<file path="src/rtl/alu_defs.svh">
`ifndef ALU_DEFS_SVH
`define ALU_DEFS_SVH

`define ALU_DATA_W 32
`define ALU_ADDR_W 5

`define REG_OP0    5'h00
`define REG_OP1    5'h04
`define REG_IMM    5'h08
`define REG_CMD    5'h0C
`define REG_RESULT 5'h10
`define REG_FLAGS  5'h14
`define REG_STATUS 5'h18

`define CMD_OP_LSB  0
`define CMD_W_LSB   8
`define CMD_IMM_BIT 12

`define AXI_OKAY   2'b00
`define AXI_SLVERR 2'b10

`endif

</file>
<file path="src/rtl/alu_pkg.sv">
package alu_pkg;

    // operations kept from the execution stage
    typedef enum logic [5:0] {
        ALU_MOVE = 6'd0,
        ALU_ADD  = 6'd1,
        ALU_ADC  = 6'd2,
        ALU_SUB  = 6'd3,
        ALU_SBC  = 6'd4,
        ALU_CP   = 6'd5,
        ALU_AND  = 6'd6,
        ALU_OR   = 6'd7,
        ALU_XOR  = 6'd8,
        ALU_NEG  = 6'd9,
        ALU_CPL  = 6'd10,
        ALU_BIT  = 6'd11,
        ALU_CHG  = 6'd12,
        ALU_BS1F = 6'd13,
        ALU_BS1B = 6'd14,
        ALU_MIRR = 6'd15,
        ALU_EXTS = 6'd16,
        ALU_EXTZ = 6'd17,
        ALU_CCF  = 6'd18,
        ALU_SCF  = 6'd19,
        ALU_RCF  = 6'd20,
        ALU_DJNZ = 6'd21
    } alu_op_e;

    typedef enum logic [1:0] {
        W_BYTE = 2'd0,
        W_WORD = 2'd1,
        W_LONG = 2'd2   // 2'd3 behaves as long too
    } alu_width_e;

    typedef enum logic [1:0] {
        IDLE  = 2'd0,
        RESP  = 2'd1,   // write response pending
        RDATA = 2'd2    // read data pending
    } axil_state_e;

    // bit positions in the flag byte, bits 3 and 5 read as zero
    typedef enum int {
        FLAG_C = 0,
        FLAG_N = 1,
        FLAG_V = 2,
        FLAG_H = 4,
        FLAG_Z = 6,
        FLAG_S = 7
    } flag_bit_e;

endpackage

</file>
<file path="src/rtl/alu_cmd_if.sv">
`timescale 1ns/100ps
`include "alu_defs.svh"

interface alu_cmd_if;
    import alu_pkg::*;

    logic                   start;     // one cycle per command
    alu_op_e                op;
    alu_width_e             width;
    logic                   sel_imm;   // imm replaces op1
    logic [`ALU_DATA_W-1:0] op0;
    logic [`ALU_DATA_W-1:0] op1;
    logic [`ALU_DATA_W-1:0] imm;

    logic [`ALU_DATA_W-1:0] result;
    logic [7:0]             flags;
    logic                   djnz_zero;
    logic                   done;      // cycle after start

    modport regs (
        output start, op, width, sel_imm, op0, op1, imm,
        input  result, flags, djnz_zero, done
    );

    modport core (
        input  start, op, width, sel_imm, op0, op1, imm,
        output result, flags, djnz_zero, done
    );

endinterface

</file>
<file path="src/rtl/alu_regs.sv">
`timescale 1ns/100ps
`include "alu_defs.svh"

module alu_regs (
    input  logic                     clk,
    input  logic                     rst,
    input  logic [`ALU_ADDR_W-1:0]   awaddr,
    input  logic                     awvalid,
    output logic                     awready,
    input  logic [`ALU_DATA_W-1:0]   wdata,
    input  logic [`ALU_DATA_W/8-1:0] wstrb,
    input  logic                     wvalid,
    output logic                     wready,
    output logic [1:0]               bresp,
    output logic                     bvalid,
    input  logic                     bready,
    input  logic [`ALU_ADDR_W-1:0]   araddr,
    input  logic                     arvalid,
    output logic                     arready,
    output logic [`ALU_DATA_W-1:0]   rdata,
    output logic [1:0]               rresp,
    output logic                     rvalid,
    input  logic                     rready,
    alu_cmd_if.regs                  cmd
);
    import alu_pkg::*;

    axil_state_e            wr_state;
    axil_state_e            rd_state;
    logic                   wr_fire;
    logic                   wr_ok;
    logic                   rd_ok;
    logic                   start_q;
    logic                   done_sticky;
    logic [`ALU_DATA_W-1:0] rd_word;
    logic [`ALU_DATA_W-1:0] cmd_word;
    logic [`ALU_DATA_W-1:0] op0_q, op1_q, imm_q;
    alu_op_e                op_q;
    alu_width_e             width_q;
    logic                   sel_imm_q;

    // byte lanes follow wstrb
    function automatic logic [`ALU_DATA_W-1:0] merge(
        input logic [`ALU_DATA_W-1:0]   old_val,
        input logic [`ALU_DATA_W-1:0]   new_val,
        input logic [`ALU_DATA_W/8-1:0] strb
    );
        logic [`ALU_DATA_W-1:0] r;
        r = old_val;
        for (int b = 0; b < `ALU_DATA_W/8; b++) begin
            if (strb[b])
                r[8*b +: 8] = new_val[8*b +: 8];
        end
        return r;
    endfunction

    assign wr_fire = (wr_state == IDLE) && awready; // valids are held until ready

    always_comb begin
        case (awaddr)
            `REG_OP0, `REG_OP1, `REG_IMM, `REG_CMD: wr_ok = 1'b1;
            default:                                wr_ok = 1'b0;
        endcase
    end

    always_ff @(posedge clk) begin
        if (wr_fire) begin
            case (awaddr)
                `REG_OP0: op0_q <= merge(op0_q, wdata, wstrb);
                `REG_OP1: op1_q <= merge(op1_q, wdata, wstrb);
                `REG_IMM: imm_q <= merge(imm_q, wdata, wstrb);
                `REG_CMD: begin
                    op_q      <= alu_op_e'(wdata[`CMD_OP_LSB +: 6]);
                    width_q   <= alu_width_e'(wdata[`CMD_W_LSB +: 2]);
                    sel_imm_q <= wdata[`CMD_IMM_BIT];
                end
                default: ;   // read-only or unmapped
            endcase
        end
    end

    always_ff @(posedge clk or posedge rst) begin
        if (rst) begin
            wr_state    <= IDLE;
            awready     <= 1'b0;
            wready      <= 1'b0;
            bvalid      <= 1'b0;
            bresp       <= `AXI_OKAY;
            start_q     <= 1'b0;
            done_sticky <= 1'b0;
        end else begin
            start_q <= wr_fire && (awaddr == `REG_CMD);
            if (wr_fire && (awaddr == `REG_CMD))
                done_sticky <= 1'b0;
            else if (cmd.done)
                done_sticky <= 1'b1;
            case (wr_state)
                IDLE: begin
                    if (awready) begin
                        awready  <= 1'b0;
                        wready   <= 1'b0;
                        bvalid   <= 1'b1;
                        bresp    <= wr_ok ? `AXI_OKAY : `AXI_SLVERR;
                        wr_state <= RESP;
                    end else if (awvalid && wvalid) begin
                        awready <= 1'b1;
                        wready  <= 1'b1;
                    end
                end
                RESP: begin
                    if (bready) begin
                        bvalid   <= 1'b0;
                        wr_state <= IDLE;
                    end
                end
                default: wr_state <= IDLE;
            endcase
        end
    end

    always_comb begin
        cmd_word = '0;
        cmd_word[`CMD_OP_LSB +: 6] = op_q;
        cmd_word[`CMD_W_LSB +: 2]  = width_q;
        cmd_word[`CMD_IMM_BIT]     = sel_imm_q;
        rd_ok = 1'b1;
        case (araddr)
            `REG_OP0:    rd_word = op0_q;
            `REG_OP1:    rd_word = op1_q;
            `REG_IMM:    rd_word = imm_q;
            `REG_CMD:    rd_word = cmd_word;
            `REG_RESULT: rd_word = cmd.result;
            `REG_FLAGS:  rd_word = {{(`ALU_DATA_W-8){1'b0}}, cmd.flags};
            `REG_STATUS: rd_word = {{(`ALU_DATA_W-2){1'b0}}, cmd.djnz_zero,
                                    done_sticky | cmd.done};
            default: begin
                rd_word = '0;
                rd_ok   = 1'b0;
            end
        endcase
    end

    always_ff @(posedge clk or posedge rst) begin
        if (rst) begin
            rd_state <= IDLE;
            arready  <= 1'b0;
            rvalid   <= 1'b0;
            rresp    <= `AXI_OKAY;
            rdata    <= '0;
        end else begin
            case (rd_state)
                IDLE: begin
                    if (arready) begin
                        arready  <= 1'b0;
                        rvalid   <= 1'b1;
                        rdata    <= rd_word;
                        rresp    <= rd_ok ? `AXI_OKAY : `AXI_SLVERR;
                        rd_state <= RDATA;
                    end else if (arvalid) begin
                        arready <= 1'b1;
                    end
                end
                RDATA: begin
                    if (rready) begin   // rdata holds until taken
                        rvalid   <= 1'b0;
                        rd_state <= IDLE;
                    end
                end
                default: rd_state <= IDLE;
            endcase
        end
    end

    assign cmd.start   = start_q;
    assign cmd.op      = op_q;
    assign cmd.width   = width_q;
    assign cmd.sel_imm = sel_imm_q;
    assign cmd.op0     = op0_q;
    assign cmd.op1     = op1_q;
    assign cmd.imm     = imm_q;

endmodule

</file>
<file path="src/rtl/alu_core.sv">
`timescale 1ns/100ps
`include "alu_defs.svh"

module alu_core (
    input  logic    clk,
    input  logic    rst,
    alu_cmd_if.core cmd
);
    import alu_pkg::*;

    alu_width_e             w;
    logic [`ALU_DATA_W-1:0] op2, lhs, rhs;
    logic [`ALU_DATA_W-1:0] rslt, result_q;
    logic [32:0]            ext_lhs, ext_rhs, ext_rslt;
    logic [2:0]             cc;        // carries out of bits 7, 15 and 31
    logic                   h4;        // carry out of bit 3
    logic                   cin;
    logic                   is_sub;
    logic [7:0]             nx_flags, flag_q;
    logic                   nx_djnz, djnz_q;
    logic                   done_q;

    function automatic logic msb_at(input logic [31:0] x, input alu_width_e wd);
        if (wd == W_BYTE)
            return x[7];
        else if (wd == W_WORD)
            return x[15];
        return x[31];
    endfunction

    function automatic logic zero_at(input logic [31:0] x, input alu_width_e wd);
        if (wd == W_BYTE)
            return x[7:0] == 8'd0;
        else if (wd == W_WORD)
            return x[15:0] == 16'd0;
        return x == 32'd0;
    endfunction

    // sign extension to 33 bits for the overflow check
    function automatic logic [32:0] extend(input logic [31:0] x, input alu_width_e wd);
        if (wd == W_BYTE)
            return {{25{x[7]}}, x[7:0]};
        else if (wd == W_WORD)
            return {{17{x[15]}}, x[15:0]};
        return {x[31], x};
    endfunction

    // nibble, byte and halfword adder, subtract adds the inverse and flips carries to borrows
    function automatic logic [35:0] add_chain(
        input logic [31:0] a,
        input logic [31:0] b,
        input logic        ci,
        input logic        sub
    );
        logic [31:0] bb;
        logic [31:0] r;
        logic        h, c0, c1, c2;
        bb = sub ? ~b : b;
        {h,  r[3:0]}   = {1'b0, a[3:0]}   + {1'b0, bb[3:0]}   + {4'd0, ci ^ sub};
        {c0, r[7:4]}   = {1'b0, a[7:4]}   + {1'b0, bb[7:4]}   + {4'd0, h};
        {c1, r[15:8]}  = {1'b0, a[15:8]}  + {1'b0, bb[15:8]}  + {8'd0, c0};
        {c2, r[31:16]} = {1'b0, a[31:16]} + {1'b0, bb[31:16]} + {16'd0, c1};
        return {c2 ^ sub, c1 ^ sub, c0 ^ sub, h ^ sub, r};
    endfunction

    assign w   = cmd.width;
    assign op2 = cmd.sel_imm ? cmd.imm : cmd.op1;

    always_comb begin
        rslt     = result_q;
        nx_flags = flag_q;
        nx_djnz  = djnz_q;
        lhs      = cmd.op0;
        rhs      = op2;
        cin      = 1'b0;
        is_sub   = 1'b0;
        cc       = 3'd0;
        h4       = 1'b0;
        ext_lhs  = '0;
        ext_rhs  = '0;
        ext_rslt = '0;
        case (cmd.op)
            ALU_MOVE: rslt = op2;
            ALU_ADD, ALU_ADC, ALU_SUB, ALU_SBC, ALU_CP, ALU_NEG: begin
                is_sub = cmd.op inside {ALU_SUB, ALU_SBC, ALU_CP, ALU_NEG};
                cin    = (cmd.op inside {ALU_ADC, ALU_SBC}) && flag_q[FLAG_C];
                if (cmd.op == ALU_NEG) begin   // 0 - op0
                    lhs = '0;
                    rhs = cmd.op0;
                end
                {cc, h4, rslt} = add_chain(lhs, rhs, cin, is_sub);
                ext_lhs  = extend(lhs, w);
                ext_rhs  = extend(rhs, w);
                ext_rslt = is_sub ? ext_lhs - ext_rhs - {32'd0, cin}
                                  : ext_lhs + ext_rhs + {32'd0, cin};
                nx_flags[FLAG_S] = msb_at(rslt, w);
                nx_flags[FLAG_Z] = zero_at(rslt, w);
                nx_flags[FLAG_H] = h4;
                nx_flags[FLAG_V] = ext_rslt[32] ^ msb_at(rslt, w);
                nx_flags[FLAG_N] = is_sub;
                nx_flags[FLAG_C] = (w == W_BYTE) ? cc[0] : (w == W_WORD) ? cc[1] : cc[2];
                if (cmd.op == ALU_CP)
                    rslt = result_q;   // compare only
            end
            ALU_AND, ALU_OR, ALU_XOR: begin
                rslt = (cmd.op == ALU_AND) ? cmd.op0 & op2 :
                       (cmd.op == ALU_OR)  ? cmd.op0 | op2 : cmd.op0 ^ op2;
                nx_flags[FLAG_S] = msb_at(rslt, w);
                nx_flags[FLAG_Z] = zero_at(rslt, w);
                nx_flags[FLAG_H] = cmd.op == ALU_AND;
                nx_flags[FLAG_V] = (w == W_BYTE) ? ~^rslt[7:0] : ~^rslt[15:0];
                nx_flags[FLAG_N] = 1'b0;
                nx_flags[FLAG_C] = 1'b0;
            end
            ALU_CPL: begin
                rslt = ~op2;
                nx_flags[FLAG_H] = 1'b1;
                nx_flags[FLAG_N] = 1'b1;
            end
            ALU_BIT: begin
                nx_flags[FLAG_Z] = ~cmd.op1[cmd.imm[3:0]];
                nx_flags[FLAG_N] = 1'b0;
                nx_flags[FLAG_H] = 1'b1;
            end
            ALU_CHG: begin
                rslt = cmd.op0;
                rslt[cmd.imm[3:0]] = ~cmd.op0[cmd.imm[3:0]];
            end
            ALU_BS1F: begin
                rslt = '0;
                for (int i = 15; i >= 0; i--) begin   // lowest set bit wins
                    if (cmd.op1[i])
                        rslt[3:0] = 4'(i);
                end
                nx_flags[FLAG_V] = cmd.op1[15:0] == 16'd0;
            end
            ALU_BS1B: begin
                rslt = '0;
                for (int i = 0; i < 16; i++) begin    // highest set bit wins
                    if (cmd.op1[i])
                        rslt[3:0] = 4'(i);
                end
                nx_flags[FLAG_V] = cmd.op1[15:0] == 16'd0;
            end
            ALU_MIRR: begin
                rslt = cmd.op0;
                for (int i = 0; i < 16; i++)
                    rslt[i] = cmd.op0[15-i];
            end
            ALU_EXTS: begin
                if (w == W_WORD)
                    rslt = {cmd.op0[31:16], {8{cmd.op0[7]}}, cmd.op0[7:0]};
                else
                    rslt = {{16{cmd.op0[15]}}, cmd.op0[15:0]};
            end
            ALU_EXTZ: begin
                if (w == W_WORD)
                    rslt = {cmd.op0[31:16], 8'd0, cmd.op0[7:0]};
                else
                    rslt = {16'd0, cmd.op0[15:0]};
            end
            ALU_CCF: begin
                nx_flags[FLAG_C] = ~flag_q[FLAG_C];
                nx_flags[FLAG_N] = 1'b0;
            end
            ALU_SCF, ALU_RCF: begin
                nx_flags[FLAG_C] = cmd.op == ALU_SCF;
                nx_flags[FLAG_N] = 1'b0;
                nx_flags[FLAG_H] = 1'b0;
            end
            ALU_DJNZ: begin
                // counter is a byte unless word is selected
                if (w == W_WORD) begin
                    rslt    = {cmd.op0[31:16], cmd.op0[15:0] - 16'd1};
                    nx_djnz = rslt[15:0] == 16'd0;
                end else begin
                    rslt    = {cmd.op0[31:8], cmd.op0[7:0] - 8'd1};
                    nx_djnz = rslt[7:0] == 8'd0;
                end
            end
            default: ;
        endcase
    end

    always_ff @(posedge clk or posedge rst) begin
        if (rst) begin
            result_q <= '0;
            flag_q   <= '0;
            djnz_q   <= 1'b0;
            done_q   <= 1'b0;
        end else begin
            done_q <= cmd.start;
            if (cmd.start) begin
                result_q <= rslt;
                flag_q   <= nx_flags;
                djnz_q   <= nx_djnz;
            end
        end
    end

    assign cmd.result    = result_q;
    assign cmd.flags     = flag_q;
    assign cmd.djnz_zero = djnz_q;
    assign cmd.done      = done_q;

endmodule

</file>
<file path="src/rtl/alu_unit.sv">
`timescale 1ns/100ps
`include "alu_defs.svh"

module alu_unit (
    input  logic                     clk,
    input  logic                     rst,
    input  logic [`ALU_ADDR_W-1:0]   awaddr,
    input  logic                     awvalid,
    output logic                     awready,
    input  logic [`ALU_DATA_W-1:0]   wdata,
    input  logic [`ALU_DATA_W/8-1:0] wstrb,
    input  logic                     wvalid,
    output logic                     wready,
    output logic [1:0]               bresp,
    output logic                     bvalid,
    input  logic                     bready,
    input  logic [`ALU_ADDR_W-1:0]   araddr,
    input  logic                     arvalid,
    output logic                     arready,
    output logic [`ALU_DATA_W-1:0]   rdata,
    output logic [1:0]               rresp,
    output logic                     rvalid,
    input  logic                     rready
);

    alu_cmd_if cmd_if0 ();   // command and result path

    alu_regs regs0 (
        .clk     (clk),
        .rst     (rst),
        .awaddr  (awaddr),
        .awvalid (awvalid),
        .awready (awready),
        .wdata   (wdata),
        .wstrb   (wstrb),
        .wvalid  (wvalid),
        .wready  (wready),
        .bresp   (bresp),
        .bvalid  (bvalid),
        .bready  (bready),
        .araddr  (araddr),
        .arvalid (arvalid),
        .arready (arready),
        .rdata   (rdata),
        .rresp   (rresp),
        .rvalid  (rvalid),
        .rready  (rready),
        .cmd     (cmd_if0.regs)
    );

    alu_core core0 (
        .clk (clk),
        .rst (rst),
        .cmd (cmd_if0.core)
    );

endmodule

</file>
<file path="config.mk">
export PLATFORM = sky130hd
export DESIGN_NAME = alu_unit
export DESIGN_NICKNAME = d
export VERILOG_FILES = /design/src/rtl/alu_pkg.sv /design/src/rtl/alu_cmd_if.sv /design/src/rtl/alu_regs.sv /design/src/rtl/alu_core.sv /design/src/rtl/alu_unit.sv
export VERILOG_INCLUDE_DIRS = /design/src /design/src/rtl
export SDC_FILE = /design/constraint.sdc
export NUM_CORES = 1
export LEC_CHECK = 0
export BUFFER_PORTS_ARGS = -buffer_cell sky130_fd_sc_hd__clkbuf_2
export CORE_MARGIN = 8
export CORE_UTILIZATION = 55
export CTS_CLUSTER_DIAMETER = 30
export CTS_CLUSTER_SIZE = 28
export DETAILED_ROUTE_END_ITERATION = 8
export PLACE_DENSITY = 0.82
export SYNTH_ARGS = -nofsm -noshare
export SYNTH_HDL_FRONTEND = slang
export SYNTH_HIERARCHICAL = 1
export SYNTH_SLANG_ARGS = --single-unit
</file>
<file path="constraint.sdc">
create_clock -name clk -period 25.7 [get_ports clk]
set_clock_uncertainty 0.2 [all_clocks]
set_input_delay 1.285 -clock clk [delete_from_list [all_inputs] [get_ports clk]]
set_output_delay 1.285 -clock clk [all_outputs]
set_load 0.02 [all_outputs]
</file>
Word level (Yosys, flattened, before mapping)
Index checks and enable logic that the tools add are counted.

storage, ports and cells
  bits in registers = 192

operators by class
  multiplexer cells = 112
  bitwise gates (word level) = 15
  order comparisons = 2
  reductions and logical operators = 71
  add/sub/neg operators = 14
  eq/ne operators = 38

operator list
  cell                                                  count
  2-to-1 mux 32 bit                                     11
  case mux 32 bit (11 select lines)                     1
  2-to-1 mux 33 bit                                     9
  case mux 32 bit (7 select lines)                      1
  2-to-1 mux 4 bit                                      24
  zero test 16 bit                                      4
  zero test 32 bit                                      2
  NOT 32 bit                                            2
  equality test 6 x 4 -> 1 bit (second input constant)  8
  AND reduction 3 bit                                   15
  2-to-1 mux 1 bit                                      39
  equality test 6 x 5 -> 1 bit (second input constant)  6
  adder 33 x 1 -> 33 bit                                1
  adder 33 bit                                          1
  subtractor 33 x 1 -> 33 bit                           1
  subtractor 33 bit                                     1
  bitwise AND 32 bit                                    1
  bitwise mux 32 bit                                    1
  OR 32 bit                                             1
  bitwise XOR 32 bit                                    1
  AND reduction 2 bit                                   13
  equality test 6 x 3 -> 1 bit (second input constant)  4
  zero test 8 bit                                       3
  equality test 5 x 4 -> 1 bit (second input constant)  4
  other kinds (45)                                      98

Logic depth before layout (Yosys ltp)
  depth in word-level cells = 17
  depth in mapped cells = 36
  depth with buffers taken out = 32

Hierarchy
The synthesis kept the hierarchy.

modules (own cells, without submodules)
  module    times used  seq. area each (um^2)  area an instance (um^2)  cells each
  alu_core  1           1001.0                 11654.9                  1628
  alu_regs  1           4179.0                 5726.7                   371

Worst setup path before layout
OpenSTA, ideal clock, no wires.

  path type = register to register
  start = reg regs0.op_q[4] (netlist: regs0/cmd.op[4])
  end = reg core0.flag_q[6] (netlist: core0/cmd.flags[6])
  setup slack = 17.276 ns
  stages on the path, launching flop included = 35
  path buffers = 4
  arrival time = 8.138 ns
  required time = 25.414 ns
  cell sequence = edfxtp_1 buf_4 nor2_1 clkbuf_1 nand3_1 clkbuf_1 clkbuf_1 o21ai_0 xnor2_1 fa_1 inv_1 fa_1 nor2b_1 o21ai_0 nand2b_1 fa_1 fa_1 a21o_1 a21o_1 fa_1 fa_1 a211oi_1 o21ai_0 a21oi_1 nand2b_1 nand2_1 fa_1 fa_1 a211oi_1 nor4_1 or4_1 a311o_1 nor4_1 a311oi_1 nor3_1

between the ends
  cells in the longest elaborated chain, start to end = 14
  elaborated cells on any way between the ends = 47

ends and longest elaborated chain
  what                                                             line             RTL
  start: declaration                                               alu_regs.sv:38   alu_op_e op_q;
  start signal: assignment                                         alu_regs.sv:73   op_q <= alu_op_e'(wdata[`CMD_OP_LSB +: 6]);
  branches (longest 14 deep; another with adder 17 x 1 -> 17 bit)  n/a
  end signal: assignment                                           alu_core.sv:195  flag_q <= nx_flags;
  end: declaration                                                 alu_core.sv:19   logic [7:0] nx_flags, flag_q;

Parallel ways; which one is timed is not known. The select of a mux whose other input is x is not followed.
A chain may end at the register's enable or synchronous reset.

Worst setup path after layout
Same ends and word-level chain as after synthesis.

==> results.json <==
{
  "die_area_um2": 37550,
  "grt_pass1_vias": 16440,
  "cts_made_buffers": 17,
  "grt_first_pass_wirelength_um": 93030,
  "cts.repair.resized": 0,
  "insertion_delay_ns": 0.45,
  "grt_antenna_before_repair": 2,
  "timing_worst_slew_pin_value_ns": 1.151,
  "fin_tns_setup_ns": 0,
  "grt_usage_pct": 31.14,
  "ys_top_cells_by_area": "edfxtp_1 18%, ha_1 14%, dfrtp_1 12%",
  "cts_hold_buf": 0,
  "power.density_nw_per_um2": 39.49,
  "area.growth.synth_to_final_pct": 7.227,
  "antenna_left": 0,
  "final_nets": 2269,
  "critical_path.max_stage_delay_ns": 0.75,
  "power_leakage_nw": 7.961,
  "initialDrtViolationCount": 2003,
  "clock_tree.htree_level_count": 4,
  "timing.max_slew.rel_slack_pct": 23.02,
  "grt_max_degree": 93,
  "outcome": "completed",
  "synthMuxAreaShare_pct": 4.909,
  "finalCoreUtilization_pct": 59.52,
  "final.period_utilization_pct": 36.63,
  "finalWeightedCongestion": 1.028,
  "cts.sink_count": 186,
  "placeableCoreArea_um2": 31310,
  "timing.fmax_mhz": 106.2,
  "postSynthRegisterBits": 186,
  "detail_route.first_pass.iterations": 9,
  "finalSetupViolCount": 0,
  "design_power_total_w": 0.0007361,
  "synth_top_flop_cell": "edfxtp_1",
  "synth_edf_count": 105,
  "clock-root-buffer": "clkbuf_16",
  "place_hpwl_um": 45720,
  "worstHoldPathType": "flop to flop",
  "maxSlewViolCount": 0,
  "synth_area_per_cell_um2": 8.695,
  "ir_worst_vdd_mv": 0.04277,
  "critical_path_capture_point_type": "flop",
  "starting_density_of_the_core_pct": 55.51,
  "post_drt_wl_per_cell_um": 24.89,
  "route.vias.total": 16830,
  "seq_area_frac_synth_pct": 29.80,
  "post_route_cells_drive_above_1_share_pct": 10.66,
  "clk_slew_on_worst_s_h_paths_ns": 0.08,
  "final_cell_mix": "195 x ha_1, 165 x nand2_1, 162 x inv_1",
  "post_synth_num_cell_types": 93,
  "place.port_buffers": 91,
  "floorplan.die.width_um": 193.8,
  "die-height_um": 193.8,
  "area_fraction_in_compound_gates_after_synthesis_pct": 24.60,
  "async_set_or_reset_flop_fraction_in_the_synthesized_netlist_pct": 43.55,
  "postSynthCellCount": 1999,
  "required_worst_endpoint_ns": 25.87,
  "layout.cell_area.non_filler_um2": 18640,
  "tritoncts": "done",
  "wirelength_um": 60460,
  "yosys.area_share.xor_xnor_pct": 3.426,
  "synth_top_family_by_area": "compound AO/OA/AOI/OAI gates",
  "synthAdderAreaFrac_pct": 14.96,
  "worst-path-max-fanout": 92,
  "drc": 0,
  "timing.critical_path.mode_cell": "fa_1",
  "ys_warn_count": 6,
  "synth_largest_type_area_fraction_pct": 18.14,
  "final-hold-violation-count": 0,
  "synth.largest_area_cell": "edfxtp_1",
  "mappedNetlistArea_um2": 17380,
  "io_pins": 94,
  "crit_arrival_ns": 9.59,
  "detailed_place.area_um2": 18010,
  "category_of_the_worst_setup_path_launch_point": "flop",
  "layout_commonest_cell": "ha_1",
  "rsz0062_at_grt": "false",
  "timing_worst_setup_path_type": "flop to flop",
  "period_needed_ns": 9.415,
  "cts.repair_timing.setup_buffer_count": 0,
  "critPathSlowestCell": "nor2_1",
  "cap_violations": 0,
  "clockBufferDepth": 2,
  "post_synth_and_or_nand_nor_area_fraction_pct": 14.96,
  "num_rows": 65,
  "grt.overflow.total": 0,
  "ratio_of_routed_vias_to_standard_cells": 6.930
}
==> worst max-delay path, delay by kind of cell, from the launching register on <==
family	cells	cell delay, ns
xor+xnor	1	0.14
compound gates	10	2.38
simple gates	10	2.37
flops	1	0.61
buf+inv	2	0.44
fa+ha+maj	8	3.17
==> stage by stage <==
step	worst slack [ns]	hold WS [ns]	cells
after CTS	16.35	0.2874	2428
after global placement	16.57	0.2569	2396
after floorplan	17.28	0.1519	2001
final	16.29	0.2909	2429
after detailed placement	16.42	0.2709	2396
after global routing	15.59	0.3215	2429
==> metal layers <==
metal  track usage [%]  vias to the layer above  wire (µm)
met5                 0                        -         13
met2             51.23                     1119      28370
li1                  -                     7432          -
met4             20.30                        2       4232
met1             37.39                     8001      22230
met3             5.224                      278       5611
==> report_power, final <==
part / leakage, nW / switching [W] / internal (W) / total [W]
logic: 5.62 / 0.0000753 / 0.0000378 / 0.000113
clock network: 0.299 / 0.000139 / 0.000134 / 0.000272
registers: 2.04 / 0.0000161 / 0.000334 / 0.000351
total: 7.96 / 0.000230 / 0.000506 / 0.000736
==> area by class of cell <==
type,count,area [µm²]
fillers,2676,12670
multi-input cells,1516,10980
flip-flops and latches,186,5180
repair buffers,128,733.2
inverters,164,615.6
well taps,402,503.0
clock buffers,17,425.4
clock inverters,15,196.4
diodes,1,2.502
==> kinds of logic (layout without fill, tap and decap cells) <==
group | after synthesis | count (layout)
compound gates | 642 | 642
simple gates | 529 | 529
buf+inv | 299 | 324
fa+ha+maj | 203 | 203
flops | 186 | 186
mux | 70 | 70
xor+xnor | 68 | 68
other cells | 2 | 5
==> Yosys cell counts (25+ instances only) <==
cell type and n:
o211ai_1 25, ha_1 195, o21ai_1 31, nor2_1 137, nand2_1 165, o21ai_0 134, edfxtp_1 105, clkbuf_1 80
a21oi_1 152, xnor2_1 55, nor2b_1 26, buf_2 30, a22oi_1 35, a222oi_1 31, mux2i_1 47, a211oi_1 37
dfrtp_1 81, nor3_1 43, inv_1 164, nand3_1 30
==> registers in the layout, indices dropped and copies added, names as in the netlist <==
name and cells:
regs0/awready 1, core0/cmd.djnz_zero 1, core0/cmd.done 1, regs0/cmd.op 6, regs0/cmd.op1 32, regs0/done_sticky 1
regs0/cmd.width 2, regs0/rresp 1, regs0/cmd.start 1, regs0/rvalid 1, regs0/bresp 1, regs0/bvalid 1
core0/cmd.flags 6, regs0/cmd.op0 32, regs0/cmd.imm 32, regs0/rdata 32, regs0/cmd.sel_imm 1, regs0/arready 1
core0/cmd.result 32, regs0/wready 1
==> path summary, 6_finish.rpt <==
path / start / to / cells past startpoint / slack (ns)
worst max-delay path: regs0/cmd.op[4] / core0/cmd.flags[6] / 31 / 16.29
worst max register to register: regs0/cmd.op[4] / core0/cmd.flags[6] / 31 / 16.29
worst min-delay path: core0/cmd.result[3] / core0/cmd.result[3] / 2 / 0.29
min in group asynchronous: rst / core0/cmd.result[23] / 3 / 0.80
max in group asynchronous: rst / regs0/rdata[2] / 2 / 23.79
worst min register to register: core0/cmd.result[3] / core0/cmd.result[3] / 2 / 0.29
Note: power is estimated with default switching activity, not from simulation.
